**src/hdl/serdesPkg.sv**
```systemverilog
// Shared widths, FIFO sizing, frame layout and encoder states for the serializer RTL and testbench.
`default_nettype none

package serdesPkg;

  // --------------------------------------------------
  // Parallel side.
  // --------------------------------------------------

  // Width of one word from the producer.
  localparam int DataWidth = 32;

  // FIFO addressing; depth is a power of two.
  localparam int FifoAddrWidth = 5;
  localparam int FifoDepth = 1 << FifoAddrWidth;

  // --------------------------------------------------
  // Serial frame.
  // --------------------------------------------------

  // Preamble is a one then a zero, sent first.
  localparam int PreambleLen = 2;

  // Preamble, data LSB first, then one even parity bit.
  localparam int FrameLen = PreambleLen + DataWidth + 1;

  // Bit counter must hold FrameLen - 1.
  localparam int BitCountWidth = $clog2(FrameLen + 1);

  // Encoder FSM states.
  typedef enum logic [1:0] {idle, load, shift} EncStateT;

endpackage

`default_nettype wire

```
**src/hdl/parInput.sv**
```systemverilog
// Four-phase req/ack receiver that writes each accepted producer word into the transmit FIFO.
`timescale 1ns/1ps
`default_nettype none

module parInput (
  input  wire                             ParInClk,
  input  wire                             rstN,
  input  wire                             parReq,
  input  wire  [serdesPkg::DataWidth-1:0] parIn,
  output logic                            parAck,
  input  wire                             fifoFull,
  output logic                            fifoWrite,
  output logic [serdesPkg::DataWidth-1:0] fifoDin
);

  // New request seen while idle and the FIFO has room.
  logic accept;

  // parAck is held high, so a held request cannot write twice.
  assign accept = parReq && !parAck && !fifoFull;

  // --------------------------------------------------
  // Handshake FSM.
  // --------------------------------------------------

  // Two states carried by parAck itself.
  // Low means waiting for a request, high means acknowledged.
  always_ff @(posedge ParInClk or negedge rstN) begin
    if (!rstN) begin
      parAck    <= 1'b0;
      fifoWrite <= 1'b0;
    end else begin
      // One write pulse per accepted request.
      fifoWrite <= accept;
      if (accept) begin
        parAck <= 1'b1;
      end else if (!parReq) begin
        // Release once the producer drops its request.
        parAck <= 1'b0;
      end
    end
  end

  // Word is captured with the request, parIn is stable then.
  always_ff @(posedge ParInClk) begin
    if (accept) begin
      fifoDin <= parIn;
    end
  end

endmodule

`default_nettype wire

```
**src/hdl/serEncoder.sv**
```systemverilog
// Serial frame encoder that pops FIFO words and shifts out preamble, data and parity at half rate.
`timescale 1ns/1ps
`default_nettype none

module serEncoder (
  input  wire                            ParInClk,
  input  wire                            rstN,
  input  wire                            SendSerial,
  input  wire                            fifoEmpty,
  output logic                           fifoRead,
  input  wire [serdesPkg::DataWidth-1:0] fifoDout,
  output logic                           SerOut,
  output logic                           SerValid,
  output logic                           SerClk
);

  // FSM state.
  serdesPkg::EncStateT state;

  // Low in the first cycle of a bit period, high in the second.
  logic phase;

  // Bits still to send after the one on SerOut.
  logic [serdesPkg::BitCountWidth-1:0] bitCount;

  // Frame bits not yet on the line.
  logic [serdesPkg::FrameLen-2:0] shiftReg;

  // Complete frame built from the FIFO output.
  logic [serdesPkg::FrameLen-1:0] frame;

  // Frame control strobes.
  logic lastBit;
  logic loadFrame;
  logic nextBit;

  // --------------------------------------------------
  // Frame build and strobes.
  // --------------------------------------------------

  // Parity on top, data in the middle, preamble 01 at the LSB end so a one goes out first.
  assign frame = {^fifoDout, fifoDout, serdesPkg::PreambleLen'(1)};

  // Parity bit is on the line.
  assign lastBit = (state == serdesPkg::shift) && (bitCount == '0);

  // Pop when idle, or in the first half of the parity bit for back to back frames.
  assign fifoRead = SendSerial && !fifoEmpty &&
                    ((state == serdesPkg::idle) || (lastBit && !phase));

  // Bit boundaries fall on the edge that ends the high phase.
  assign loadFrame = (state == serdesPkg::load) && phase;
  assign nextBit   = (state == serdesPkg::shift) && phase && (bitCount != '0);

  // Bit clock rises mid-bit.
  assign SerClk = phase;

  // --------------------------------------------------
  // Control FSM.
  // --------------------------------------------------

  always_ff @(posedge ParInClk or negedge rstN) begin
    if (!rstN) begin
      phase    <= 1'b0;
      state    <= serdesPkg::idle;
      bitCount <= '0;
      SerOut   <= 1'b0;
      SerValid <= 1'b0;
    end else begin
      // Free-running half-rate toggle.
      phase <= !phase;
      case (state)
        serdesPkg::idle: begin
          if (fifoRead) begin
            state <= serdesPkg::load;
          end
        end
        serdesPkg::load: begin
          // fifoDout now holds the word, start at the boundary.
          if (loadFrame) begin
            state    <= serdesPkg::shift;
            bitCount <= serdesPkg::BitCountWidth'(serdesPkg::FrameLen - 1);
            SerOut   <= frame[0];
            SerValid <= 1'b1;
          end
        end
        serdesPkg::shift: begin
          if (fifoRead) begin
            // Next word popped during parity, SerValid stays high.
            state <= serdesPkg::load;
          end else if (nextBit) begin
            bitCount <= bitCount - 1'b1;
            SerOut   <= shiftReg[0];
          end else if (lastBit && phase) begin
            // Frame ends, nothing queued or sending paused.
            state    <= serdesPkg::idle;
            SerOut   <= 1'b0;
            SerValid <= 1'b0;
          end
        end
        default: begin
          state <= serdesPkg::idle;
        end
      endcase
    end
  end

  // Shift register, LSB goes to SerOut next.
  always_ff @(posedge ParInClk) begin
    if (loadFrame) begin
      shiftReg <= frame[serdesPkg::FrameLen-1:1];
    end else if (nextBit) begin
      shiftReg <= shiftReg >> 1;
    end
  end

endmodule

`default_nettype wire

```
**src/hdl/serializer.sv**
```systemverilog
// Top level of the SerDes transmit half, wiring the handshake receiver, FIFO and serial encoder.
`timescale 1ns/1ps
`default_nettype none

module serializer (
  input  wire                            ParInClk,
  input  wire                            rstN,
  input  wire                            parReq,
  input  wire [serdesPkg::DataWidth-1:0] parIn,
  output wire                            parAck,
  input  wire                            SendSerial,
  output wire                            SerOut,
  output wire                            SerValid,
  output wire                            SerClk,
  output wire                            FIFOEmpty,
  output wire                            FIFOFull
);

  // --------------------------------------------------
  // Internal nets.
  // --------------------------------------------------

  // Receiver to FIFO.
  wire                            fifoWrite;
  wire [serdesPkg::DataWidth-1:0] fifoDin;

  // FIFO to encoder.
  wire                            fifoRead;
  wire [serdesPkg::DataWidth-1:0] fifoDout;

  // Status flags, also brought out.
  wire fifoFull;
  wire fifoEmpty;

  assign FIFOFull  = fifoFull;
  assign FIFOEmpty = fifoEmpty;

  // --------------------------------------------------
  // Structure.
  // --------------------------------------------------

  // Producer handshake.
  parInput parInTx1 (
    .ParInClk  (ParInClk),
    .rstN      (rstN),
    .parReq    (parReq),
    .parIn     (parIn),
    .parAck    (parAck),
    .fifoFull  (fifoFull),
    .fifoWrite (fifoWrite),
    .fifoDin   (fifoDin)
  );

  // Word queue, single clock.
  txFifo fifoTx1 (
    .ParInClk  (ParInClk),
    .rstN      (rstN),
    .fifoWrite (fifoWrite),
    .fifoDin   (fifoDin),
    .fifoRead  (fifoRead),
    .fifoDout  (fifoDout),
    .fifoFull  (fifoFull),
    .fifoEmpty (fifoEmpty)
  );

  // Frame encoder and bit clock.
  serEncoder serEncTx1 (
    .ParInClk   (ParInClk),
    .rstN       (rstN),
    .SendSerial (SendSerial),
    .fifoEmpty  (fifoEmpty),
    .fifoRead   (fifoRead),
    .fifoDout   (fifoDout),
    .SerOut     (SerOut),
    .SerValid   (SerValid),
    .SerClk     (SerClk)
  );

endmodule

`default_nettype wire

```
**src/hdl/txFifo.sv**
```systemverilog
// Synchronous word FIFO between the parallel receiver and the serial encoder, with full and empty flags.
`timescale 1ns/1ps
`default_nettype none

module txFifo (
  input  wire                             ParInClk,
  input  wire                             rstN,
  input  wire                             fifoWrite,
  input  wire  [serdesPkg::DataWidth-1:0] fifoDin,
  input  wire                             fifoRead,
  output logic [serdesPkg::DataWidth-1:0] fifoDout,
  output logic                            fifoFull,
  output logic                            fifoEmpty
);

  // Storage array.
  logic [serdesPkg::DataWidth-1:0] mem [serdesPkg::FifoDepth];

  // Pointers carry one extra wrap bit above the address.
  logic [serdesPkg::FifoAddrWidth:0] wrPtr;
  logic [serdesPkg::FifoAddrWidth:0] rdPtr;

  // Qualified requests.
  logic doWrite;
  logic doRead;

  // --------------------------------------------------
  // Flags.
  // --------------------------------------------------

  // Same address and same wrap means nothing stored.
  assign fifoEmpty = (wrPtr == rdPtr);

  // Same address but opposite wrap means every slot used.
  assign fifoFull = (wrPtr[serdesPkg::FifoAddrWidth] != rdPtr[serdesPkg::FifoAddrWidth]) &&
                    (wrPtr[serdesPkg::FifoAddrWidth-1:0] == rdPtr[serdesPkg::FifoAddrWidth-1:0]);

  // Overflow and underflow requests are dropped.
  assign doWrite = fifoWrite && !fifoFull;
  assign doRead  = fifoRead && !fifoEmpty;

  // --------------------------------------------------
  // Pointers.
  // --------------------------------------------------

  always_ff @(posedge ParInClk or negedge rstN) begin
    if (!rstN) begin
      wrPtr <= '0;
      rdPtr <= '0;
    end else begin
      if (doWrite) begin
        wrPtr <= wrPtr + 1'b1;
      end
      if (doRead) begin
        rdPtr <= rdPtr + 1'b1;
      end
    end
  end

  // Write side.
  always_ff @(posedge ParInClk) begin
    if (doWrite) begin
      mem[wrPtr[serdesPkg::FifoAddrWidth-1:0]] <= fifoDin;
    end
  end

  // Registered read, data valid the cycle after fifoRead.
  always_ff @(posedge ParInClk) begin
    if (doRead) begin
      fifoDout <= mem[rdPtr[serdesPkg::FifoAddrWidth-1:0]];
    end
  end

endmodule

`default_nettype wire

```
**config.mk**
```make
export PLATFORM = sky130hd
export DESIGN_NAME = serializer
export DESIGN_NICKNAME = d
export VERILOG_FILES = /design/src/hdl/serdesPkg.sv /design/src/hdl/parInput.sv /design/src/hdl/serEncoder.sv /design/src/hdl/serializer.sv /design/src/hdl/txFifo.sv
export SDC_FILE = /design/constraint.sdc
export NUM_CORES = 1
export LEC_CHECK = 0
export ABC_AREA = 0
export BUFFER_PORTS_ARGS = -buffer_cell sky130_fd_sc_hd__buf_2
export CAP_MARGIN = 10
export CORE_ASPECT_RATIO = 0.9
export CORE_MARGIN = 8
export CORE_UTILIZATION = 55
export DETAILED_ROUTE_END_ITERATION = 8
export PLACE_DENSITY = 0.71
export SLEW_MARGIN = 10
export SYNTH_ARGS = -nofsm -noshare
export SYNTH_HDL_FRONTEND = slang
export SYNTH_HIERARCHICAL = 1
export SYNTH_SLANG_ARGS = --single-unit
export TNS_END_PERCENT = 50
```
**constraint.sdc**
```tcl
create_clock -name ParInClk -period 5.1 [get_ports ParInClk]
set_clock_uncertainty 0.15 [all_clocks]
set_input_delay 0 -clock ParInClk [delete_from_list [all_inputs] [get_ports ParInClk]]
set_output_delay 0 -clock ParInClk [all_outputs]
set_load 0.02 [all_outputs]
```
Word level (Yosys, flattened, before mapping)
Memory sizes are Yosys's and may differ from the RTL's. A register that Yosys moved wholly into a read port is not among the register bits.
Cells that the tools add are included.
{ "totals": {"ff_bits": 91, "memories": 1, "out_inout_bits": 6, "mem_bits_rw": 1024} }
{ "memory_table": {"columns": ["name", "words", "width", "read_ports", "rd_clocked_by_memory_dff", "wr", "line", "rtl"], "rows": [
  ["fifoTx1.mem", 32, 32, 1, 1, 1, "txFifo.sv:17", "logic [serdesPkg::DataWidth-1:0] mem [serdesPkg::FifoDepth];"]
]} }
{ "classes": {"n_addsub": 3, "n_eq_ne": 15, "reduce_logical": 28, "n_mux": 24} }
{ "op_table": {"columns": ["op", "count"], "rows": [
  ["$mux 34", 2],
  ["$reduce_xor 32->1", 1],
  ["$mux 6", 3],
  ["$logic_and 1x1->1", 13],
  ["$add 6x1->6 const B", 2],
  ["$pmux 6 s2", 1],
  ["$reduce_and 4->1", 3],
  ["$mux 1", 10],
  ["$mux 2", 5],
  ["$ne 2x2->1 const B", 4],
  ["$eq 6x6->1", 1],
  ["$logic_not 6->1", 1],
  ["$ne 2x1->1 const B", 3],
  ["$ne 3x3->1 const B", 2],
  ["$pmux 2 s3", 1],
  ["$reduce_bool 6->1", 1],
  ["$sub 6x1->6 const B", 1],
  ["$eq 5x5->1", 1],
  ["$reduce_and 5->1", 1],
  ["$logic_not 1->1", 4],
  ["$pmux 1 s2", 2],
  ["$reduce_bool 2->1", 2],
  ["$ne 3x2->1 const B", 1],
  ["$eq 2x1->1 const B", 1],
  ["other kinds (4)", 4]
]} }

Longest topological paths before layout
Gate-level depths: netlist of the first run.
{ "logic_depth": {"word_depth": 7, "depth_mapped": 11} }

By module
Netlist of the first run, hierarchy kept.
{ "by_module_without_submodules": {"columns": ["module", "instances", "seq_area_each_um2", "area_each_um2", "cells_each"], "rows": [
  ["txFifo", 1, 32010.7, 40004.6, 1675],
  ["serEncoder", 1, 1286.2, 2180.8, 169],
  ["parInput", 1, 1011.0, 1034.7, 37]
]} }

Least setup slack after synthesis of the first run
OpenSTA, ideal clock, no wires.
{ "synth_path": {"kind": "register -> register", "from": "register serEncTx1/bitCount[0] (netlist name)", "to": "register fifoTx1/rdPtr[1] (netlist name)", "path_stages_with_launch": 10, "t_arrival_ns": 3.237, "n_path_buf": 0, "setup_time_ns": 0.126, "t_required_ns": 4.824, "path_slack_ns": 1.586, "cell_sequence": "dfrtp_1 -> inv_1 -> ha_1 -> or3b_4 -> nor3_2 -> nand2_1 -> a211oi_1 -> inv_1 -> a31oi_2 -> mux2_2"} }
{ "synth_via": {"elab_chain_len": 6} }
{ "synth_lines": {"columns": ["element", "line", "rtl"], "rows": [
  ["start: declaration", "serEncoder.sv:24", "logic [serdesPkg::BitCountWidth-1:0] bitCount;"],
  ["start signal: assignment", "serEncoder.sv:82", "bitCount <= serdesPkg::BitCountWidth'(serdesPkg::FrameLen - 1);"],
  ["start signal: assignment", "serEncoder.sv:92", "bitCount <= bitCount - 1'b1;"],
  ["$logic_not 6->1", "serEncoder.sv:45", "assign lastBit = (state == serdesPkg::shift) && (bitCount == '0);"],
  ["$logic_and 1x1->1", "serEncoder.sv:45", null],
  ["$logic_and 1x1->1", "serEncoder.sv:49", "((state == serdesPkg::idle) || (lastBit && !phase));"],
  ["$logic_or 1x1->1", "serEncoder.sv:49", null],
  ["$logic_and 1x1->1", "serEncoder.sv:48", "assign fifoRead = SendSerial && !fifoEmpty &&"],
  ["named net fifoRead", "serializer.sv:28", "wire fifoRead;"],
  ["$logic_and 1x1->1", "txFifo.sv:40", "assign doRead = fifoRead && !fifoEmpty;"],
  ["named net fifoTx1.doRead", "txFifo.sv:25", "logic doRead;"],
  ["end signal: assignment", "txFifo.sv:55", "rdPtr <= rdPtr + 1'b1;"],
  ["end: declaration", "txFifo.sv:21", "logic [serdesPkg::FifoAddrWidth:0] rdPtr;"]
]} }
The timed path passes the listed nets, and every way through them passes these cells.
A chain may end at the register's enable or synchronous reset.

Worst setup path after layout of the first run
{ "layout_path": {"from": "register fifoTx1/rdPtr[1] (netlist name)", "to": "memory fifoTx1/mem[30][18] (netlist name), enable pin"} }
{ "layout_via": {"elab_chain_len": 6} }
{ "layout_lines": {"columns": ["element", "line", "rtl"], "rows": [
  ["$eq 5x5->1", "txFifo.sv:36", "(wrPtr[serdesPkg::FifoAddrWidth-1:0] == rdPtr[serdesPkg::FifoAddrWidth-1:0]);"],
  ["$logic_and 1x1->1", "txFifo.sv:35", "assign fifoFull = (wrPtr[serdesPkg::FifoAddrWidth] != rdPtr[serdesPkg::FifoAddrWidth]) &&"],
  ["$logic_not 1->1", "txFifo.sv:39", "assign doWrite = fifoWrite && !fifoFull;"],
  ["$logic_and 1x1->1", "txFifo.sv:39", null],
  ["$mux 1", "txFifo.sv:62", "if (doWrite) begin"],
  ["$mux 1 (not written as such)", "txFifo.sv:63", "mem[wrPtr[serdesPkg::FifoAddrWidth-1:0]] <= fifoDin;"],
  ["end: declaration", "txFifo.sv:17", null]
]} }
Every way passes these cells.

==> results.ini, run 1 <==
[yosys]
ys_async_sr_fraction = 0.02180
synth_nets = 1923
synthTopCellsByArea = edfxtp_1 78%, mux4_2 13%, o22ai_1 1.9%
synth_warnings = 6
synth_area_leader_cell = edfxtp_1
ys.flop_type = edfxtp_1
synth-edff-count = 1121
ys_types = 43
syn_area_um2 = 43220
netlist_instances = 1881
syn_avg_cell_area_um2 = 22.98
synth_top_area_frac = 0.7789
seq_area_frac_synth = 0.7938
synth-seq-cells = 1147

[layout]
final_nets = 2117
fillCellCount = 4991
area_growth_pct = 14.08
instances_no_fill = 3207
antenna_cells = 0
drive_above_1_share = 0.2652

[sta]
rsz0062_at_grt = false
fin_crit_sh = 0.7046
maxSlewHeadroom = 0.1867
worstMarginPinSlew_ps = 1220
maxSlewViolCount = 0
setup_tns_ps = 0
hold_viol = 0
timing.hold.ws_ps = 61.76
period_needed_ps = 3593
finalSetupViolCount = 0
timing.fmax_mhz = 278.3
worst_slack_ps = 1507

[clock_tree]
post_cts_buffers = 0
cts_tree = yes
max-clock-path-buffers = 3
insertion_delay_ps = 680
htreeDepth = 3
cts.repair.resized = 0
clk_pin_slew_ps = 60
cts-buffers-inserted = 108
numClockSinks = 1147
ctsRootBufferMaster = clkbuf_16
cts.hold.buffers_added = 69

[grt]
grt_max_degree = 140
grt_pass1_wl_mm = 139.9
track_usage = 0.2170
grt_pass1_vias = 20450
overflow = 0
grt_antenna_before_repair = 2

[hold_path]
hold_start = parReq
min_to = parInTx1/parAck$_DFFE_PN0P_
hold_depth = 3
hold_class = in2reg

[run]
max_cap_viol_count = 0

[floorplanning]
io_pins = 42
rows = 97
core_um2 = 77800
dieArea_um2 = 87820
die_w_um = 311.5
die_y_um = 281.9
initial_utilization = 0.5556

[pwr]
power.switching_uw = 7782
swShare = 0.2926
total_leakage_power_uw = 0.01544
combPwrFrac = 0.268
clock_power_share = 0.302
ir_worst_vdd_mv = 0.6378
internal_power_uw = 18820
power_density_nw_per_um2 = 539.5
p_seq_frac = 0.430

[critical_path]
arrival_ps = 3820
regToRegStartpoint = fifoTx1/rdPtr[1]$_DFFE_PN0P_
crit_fanout = 26
start_kind = flop
cp-end-kind = flop
reg2reg_depth = 6
critPathKind = reg2reg
worst-r2r-setup-slack_ps = 1510
required_ps = 5330
r2r_end = fifoTx1/mem[30][18]$_DFFE_PP_

[route]
antenna_left = 0
wl_per_cell_um = 29.82
wl_mm = 95.64
first_iter_violations = 2419
route.detailed.drc = 0
viasPerCell = 6.332
via_count = 20310
first_pass_iters = 5

[placement]
hpwl_mm = 56.33
place_ws_ps = 1488
placedCellCount = 2932
io_buffers = 41
globalplace.congestion = 0.8639

[outcome]
status = complete, no violations

==> worst max-delay path, cell delays in order, from the launching register on <==
cell	delay (ps)
dfrtp_4	600
xor2_1	220
nor2_1	130
a31oi_4	360
nand2_1	580
nor2_4	940
buf_4	300
==> placed cells by master (no fill, tap or decap), drive strengths merged, types with 2 or more instances in the layout <==
master | synthesis | routed
xnor2 | 38 | 38
dlygate4sd3 | 0 | 68
a22o | 32 | 32
nand3 | 3 | 3
or3b | 3 | 3
bufinv | 0 | 13
a31oi | 2 | 2
ha | 6 | 6
or3 | 5 | 5
nor4 | 33 | 33
clkbuf | 29 | 125
inv | 11 | 14
nor2 | 44 | 44
dfrtp | 25 | 25
edfxtp | 1121 | 1121
mux4 | 256 | 256
clkinv | 0 | 58
o21ai | 6 | 6
nor3 | 7 | 7
xor2 | 13 | 13
clkinvlp | 0 | 5
nand2 | 22 | 22
a21oi | 4 | 4
nand3b | 6 | 6
nand4 | 6 | 6
buf | 70 | 114
o22ai | 128 | 128
a211oi | 3 | 3
==> power by group through the flow <==
stage / sequential (µW) / clock [µW] / combinational [µW]
global route: 11500 / 8510 / 7500
CTS: 11400 / 8160 / 7090
floorplan: 11400 / 0 / 5050
detailed placement: 11600 / 0 / 7020
global placement: 11600 / 0 / 6910
finish: 11400 / 8040 / 7120
==> cell families (layout without fill, tap and decap cells) <==
family / count (synthesis) / count (layout) / synth area share
flip-flops: 1147 / 1147 / 0.7938
XOR/XNOR: 51 / 51 / 0.01033
AO/OA/AOI/OAI: 177 / 177 / 0.02785
multiplexers: 257 / 257 / 0.1344
AND/OR/NAND/NOR: 133 / 133 / 0.01627
adder cells (fa/ha/maj): 6 / 6 / 0.001737
buffers and inverters: 110 / 397 / 0.01566
==> area by class of cell <==
class / instances / area, µm² / share of cell area
flip-flops and latches: 1147 / 34320 / 0.6960
multi-input cells: 624 / 8513 / 0.1727
clock buffers: 124 / 2805 / 0.05689
repair buffers: 183 / 1549 / 0.03142
well taps: 1039 / 1300 / 0.02637
clock inverters: 79 / 780.7 / 0.01584
inverters: 11 / 41.29 / 0.0008374
==> metal layers <==
layer	routed length (µm)	GRT usage
met4	3459	0.07543
met5	11	0
met2	46720	0.3508
met3	7281	0.04425
met1	38170	0.2983
==> stage by stage <==
stage / power [µW] / area [µm²] / util
finish: 26600 / 49300 / 0.6338
global route: 27500 / 49300 / 0.6338
CTS: 26700 / 49240 / 0.6329
detailed placement: 18660 / 44950 / 0.5778
global placement: 18520 / 44950 / 0.5778
floorplan: 16480 / 43220 / -
==> synth_stat cells (all sizes together) (3+ instances only) <==
library cell,number
edfxtp,1121
mux4,256
o22ai,128
buf,70
nor2,44
xnor2,38
nor4,33
a22o,32
clkbuf,29
dfrtp,25
nand2,22
xor2,13
inv,11
nor3,7
ha,6
nand3b,6
nand4,6
o21ai,6
or3,5
a21oi,4
a211oi,3
nand3,3
or3b,3
==> flip-flops by register name (all words and copies together) (netlist names), 2 cells and up <==
| name | cells |
|---|---|
| fifoTx1/mem | 1024 |
| serEncTx1/shiftReg | 34 |
| fifoTx1/fifoDout | 32 |
| parInTx1/fifoDin | 32 |
| fifoTx1/rdPtr | 6 |
| fifoTx1/wrPtr | 6 |
| serEncTx1/bitCount | 6 |
| serEncTx1/state | 2 |
==> worst max path at each step <==
stage                                            startpoint                       endpoint  slack, ps  depth (start not counted)
final                          fifoTx1/rdPtr[1]$_DFFE_PN0P_  fifoTx1/mem[30][18]$_DFFE_PP_       1510                          6
after global routing           fifoTx1/wrPtr[2]$_DFFE_PN0P_  fifoTx1/mem[30][18]$_DFFE_PP_       1290                          6
after CTS                      fifoTx1/rdPtr[1]$_DFFE_PN0P_  fifoTx1/mem[30][18]$_DFFE_PP_       1500                          6
after detailed placement       fifoTx1/rdPtr[1]$_DFFE_PN0P_  fifoTx1/mem[30][18]$_DFFE_PP_       1490                          6
after global placement         fifoTx1/rdPtr[1]$_DFFE_PN0P_  fifoTx1/mem[30][17]$_DFFE_PP_       1570                          6
after floorplan           serEncTx1/bitCount[0]$_DFFE_PN0P_   fifoTx1/rdPtr[1]$_DFFE_PN0P_       1590                          9
(Power assumes the default switching activity.)
==> inputs of run 2 (changes only) <==
--- a/config.mk
+++ b/config.mk
@@ -5,14 +5,14 @@
 export SDC_FILE = /design/constraint.sdc
 export NUM_CORES = 1
 export LEC_CHECK = 0
-export ABC_AREA = 0
+export ABC_AREA = 1
 export BUFFER_PORTS_ARGS = -buffer_cell sky130_fd_sc_hd__buf_2
 export CAP_MARGIN = 10
 export CORE_ASPECT_RATIO = 0.9
 export CORE_MARGIN = 8
 export CORE_UTILIZATION = 55
 export DETAILED_ROUTE_END_ITERATION = 8
-export PLACE_DENSITY = 0.71
+export PLACE_DENSITY = 0.74
 export SLEW_MARGIN = 10
 export SYNTH_ARGS = -nofsm -noshare
 export SYNTH_HDL_FRONTEND = slang
==> constraint.sdc (replaced) <==
create_clock -name ParInClk -period 3.2 [get_ports ParInClk]
set_clock_uncertainty 0.15 [all_clocks]
set_input_delay 0 -clock ParInClk [delete_from_list [all_inputs] [get_ports ParInClk]]
set_output_delay 0 -clock ParInClk [all_outputs]
set_load 0.02 [all_outputs]
==> run 2 against run 1 <==
Net effect: combinational power grew 78%; design area grew 6.7%; global-route usage grew 3.9 points; synthesized cell count grew 110%; sequential share of layout area shrank 4.4 points; power grew 62%; clock-buffer cell count grew 23; die area grew 6.9%; clock power grew 57%; register-to-register slack lost 1200 ps; synthesized area grew 7.3%; sequential power grew 56%; largest cell class unchanged.
==> results.ini, run 2 <==
[sta]
maxSlewViolCount = 0  ; unchanged
timing.fmax_mhz = 351.1  ; +26%
setup_tns_ps = 0  ; unchanged
maxSlewHeadroom = 0.2329  ; +0.04618
timing.hold.ws_ps = 211.6  ; +149.8 ps
worst_slack_ps = 352.2  ; -1155 ps
hold_viol = 0  ; unchanged
worstMarginPinSlew_ps = 1151  ; -69.27 ps
rsz0062_at_grt = false
period_needed_ps = 2848  ; -745.4 ps
finalSetupViolCount = 0  ; unchanged
fin_crit_sh = 0.8899  ; +0.1854

[yosys]
synth_top_family_by_area = simple AND/OR/NAND/NOR gates
syn_avg_cell_area_um2 = 11.76  ; -49%
ys.flop_type = edfxtp_1
synthTopCellsByArea = edfxtp_1 73%, nand2_1 13%, nand3_1 6.4%
yosysMostFrequentCell = nand2_1
synth-simple-area-share = 0.2049  ; +0.1887
synth-seq-cells = 1147  ; unchanged
synth_fa_ha_area_frac = 0.001618  ; -0.0001185
ys_types = 34  ; -21%
synth_nets = 3985  ; +110%
synth-edff-count = 1121  ; unchanged
syn_area_um2 = 46390  ; +7.3%
synth_top_area_frac = 0.7257  ; -0.05315
synth_warnings = 6  ; unchanged
synth_compound_area_frac = 0.02034  ; -0.007511
ys_async_sr_fraction = 0.02180  ; unchanged
netlist_instances = 3943  ; +110%
synthXorXnorAreaFrac = 0.005098  ; -0.005237
seq_area_frac_synth = 0.7396  ; -0.05417
synth_area_leader_cell = edfxtp_1
muxShareOfSynthArea = 0  ; -0.1344
synthTopCellsByCount = 1645 x nand2_1, 1121 x edfxtp_1, 593 x nand3_1, 131 x a21oi_1, 131 x buf_2

[critical_path]
reg2reg_depth = 8  ; +2
crit_fanout = 138  ; +430%
r2r_end = fifoTx1/fifoDout[22]$_DFFE_PP_
crit_end = fifoTx1/fifoDout[22]$_DFFE_PP_
cp_slowest_cell = buf_4
critPathMaxStageDelay_ps = 570  ; -370 ps
crit_start = fifoTx1/rdPtr[0]$_DFFE_PN0P_
cp-end-kind = flop
crit_chain = buf_12 > buf_4 > nand2_1 > nand3_1 > nand3_1 > nand3_1 > nand3_1 > nand2_1
start_kind = flop
required_ps = 3570  ; -1760 ps
worst-r2r-setup-slack_ps = 350  ; -1150 ps
arrival_ps = 3220  ; -600 ps
crit_top_cell = nand3_1
regToRegStartpoint = fifoTx1/rdPtr[0]$_DFFE_PN0P_
critPathKind = reg2reg

[placement]
globalplace.congestion = 0.8523  ; -1.3%
io_buffers = 41  ; unchanged
place_ws_ps = 467.1  ; -1021 ps
hpwl_mm = 64.51  ; +15%

[pwr]
p_total_uw = 43130  ; +62%
total_leakage_power_uw = 0.01945  ; +26%
ir_worst_vdd_mv = 0.9184  ; +44%
power_density_nw_per_um2 = 819.5  ; +52%

[route]
first_pass_iters = 6  ; +1
viasPerCell = 5.905  ; -6.7%
wl_per_cell_um = 23.20  ; -22%
first_iter_violations = 4384  ; +81%
antenna_left = 0  ; unchanged
route.detailed.drc = 0  ; unchanged
via_count = 31140  ; +53%
wl_mm = 122.4  ; +28%

[clock_tree]
cts-buffers-inserted = 110  ; +1.9%
max-clock-path-buffers = 3  ; unchanged
insertion_delay_ps = 700  ; +20 ps
numClockSinks = 1147  ; unchanged
htreeDepth = 3  ; unchanged
post_cts_buffers = 0  ; unchanged
ctsRootBufferMaster = clkbuf_16
cts_tree = yes
cts.hold.buffers_added = 70  ; +1.4%
cts.repair.resized = 0  ; unchanged
clk_pin_slew_ps = 60  ; about the same

[grt]
overflow = 0  ; unchanged
grt_antenna_before_repair = 0  ; -2
grt_pass1_wl_mm = 181.7  ; +30%
grt_max_degree = 139  ; -0.71%
track_usage = 0.2557  ; +0.03868
grt_pass1_vias = 29310  ; +43%

[floorplanning]
die_w_um = 322.1  ; +3.4%
core_um2 = 83910  ; +7.9%
dieArea_um2 = 93900  ; +6.9%
initial_utilization = 0.5528  ; -0.002759
die_y_um = 291.5  ; +3.4%
rows = 101  ; +4.1%
io_pins = 42  ; unchanged

[layout]
final_common_cell = nand2_1
largest_reg_flops = 1024  ; unchanged
fin_util = 0.6272  ; -0.006609
area_growth_pct = 13.45
final_nets = 4095  ; +93%
antenna_cells = 0  ; unchanged
drive_above_1_share = 0.08792  ; -0.1773
fillCellCount = 6245  ; +25%
final_cell_mix = 1644 x nand2_1, 1121 x edfxtp_1, 593 x nand3_1

[hold_path]
hold_class = in2async

[outcome]
status = complete, no violations

[run]
max_cap_viol_count = 0  ; unchanged

-- run 2: cell count changes in the layout (fill, tap and decap cells not counted), sizes merged, moves of 17 or more --
cell	before	now
a21oi	4	131
buf	114	153
clkbuf	125	147
clkinv	58	39
inv	14	54
mux4	256	0
nand2	22	1649
nand3	3	593
nor4	33	0
o21ai	6	23
o22ai	128	0
xnor2	38	11
-- run 2: cell type report --
class	instances	area, µm²	share of cell area
inverter	53	231.5	0.004398
sequential	1147	34320	0.6522
clock inverter	52	541.8	0.01029
timing repair buffer	222	2150	0.04085
tap	1133	1418	0.02694
multi-input combinational	2519	11020	0.2094
clock buffer	147	2943	0.05592
-- run 2: kinds of logic after synthesis --
logic type | after synthesis
flops | 1147
compound gates | 174
simple gates | 2312
fa+ha+maj | 6
buf+inv | 277
xor+xnor | 27
-- run 2: metrics by stage --
stage	cell area, µm²	std cells
after floorplan	46390	3943
after global placement	48430	5004
after detailed placement	48430	5004
after CTS	52630	5273
after global routing	52630	5273
final	52630	5273
-- run 2: worst min path at each step --
stage / cells past startpoint / endpoint / start
after detailed placement: 1 / parInTx1/parAck$_DFFE_PN0P_ / rstN
after CTS: 4 / serEncTx1/state[1]$_DFFE_PN0P_ / rstN
final: 4 / fifoTx1/rdPtr[0]$_DFFE_PN0P_ / rstN
after global placement: 1 / parInTx1/parAck$_DFFE_PN0P_ / rstN
after global routing: 4 / serEncTx1/state[1]$_DFFE_PN0P_ / rstN
after floorplan: 0 / fifoTx1/rdPtr[0]$_DFFE_PN0P_ / rstN
-- run 2: worst max-delay path, delay by kind of cell (launching register included) --
kind	cells	cell delay, ps
and+or+nand+nor	6	730
buffers and inverters	2	1100
DFF	1	520
-- run 2: routing by layer --
layer | GRT usage | wire length [µm] | up-vias
met5 | 0 | 0 | -
met1 | 0.3645 | 47180 | 14930
met2 | 0.3932 | 55650 | 2035
met4 | 0.09600 | 4934 | 0
met3 | 0.04783 | 14590 | 306
li1 | - | - | 13870
-- run 2: power by group --
group          internal, µW  leakage [µW]  switching [µW]
clock                  7170       0.00168            5450
combinational          3650       0.00737            9020
sequential            17300        0.0104             543
total                 28100        0.0195           15000
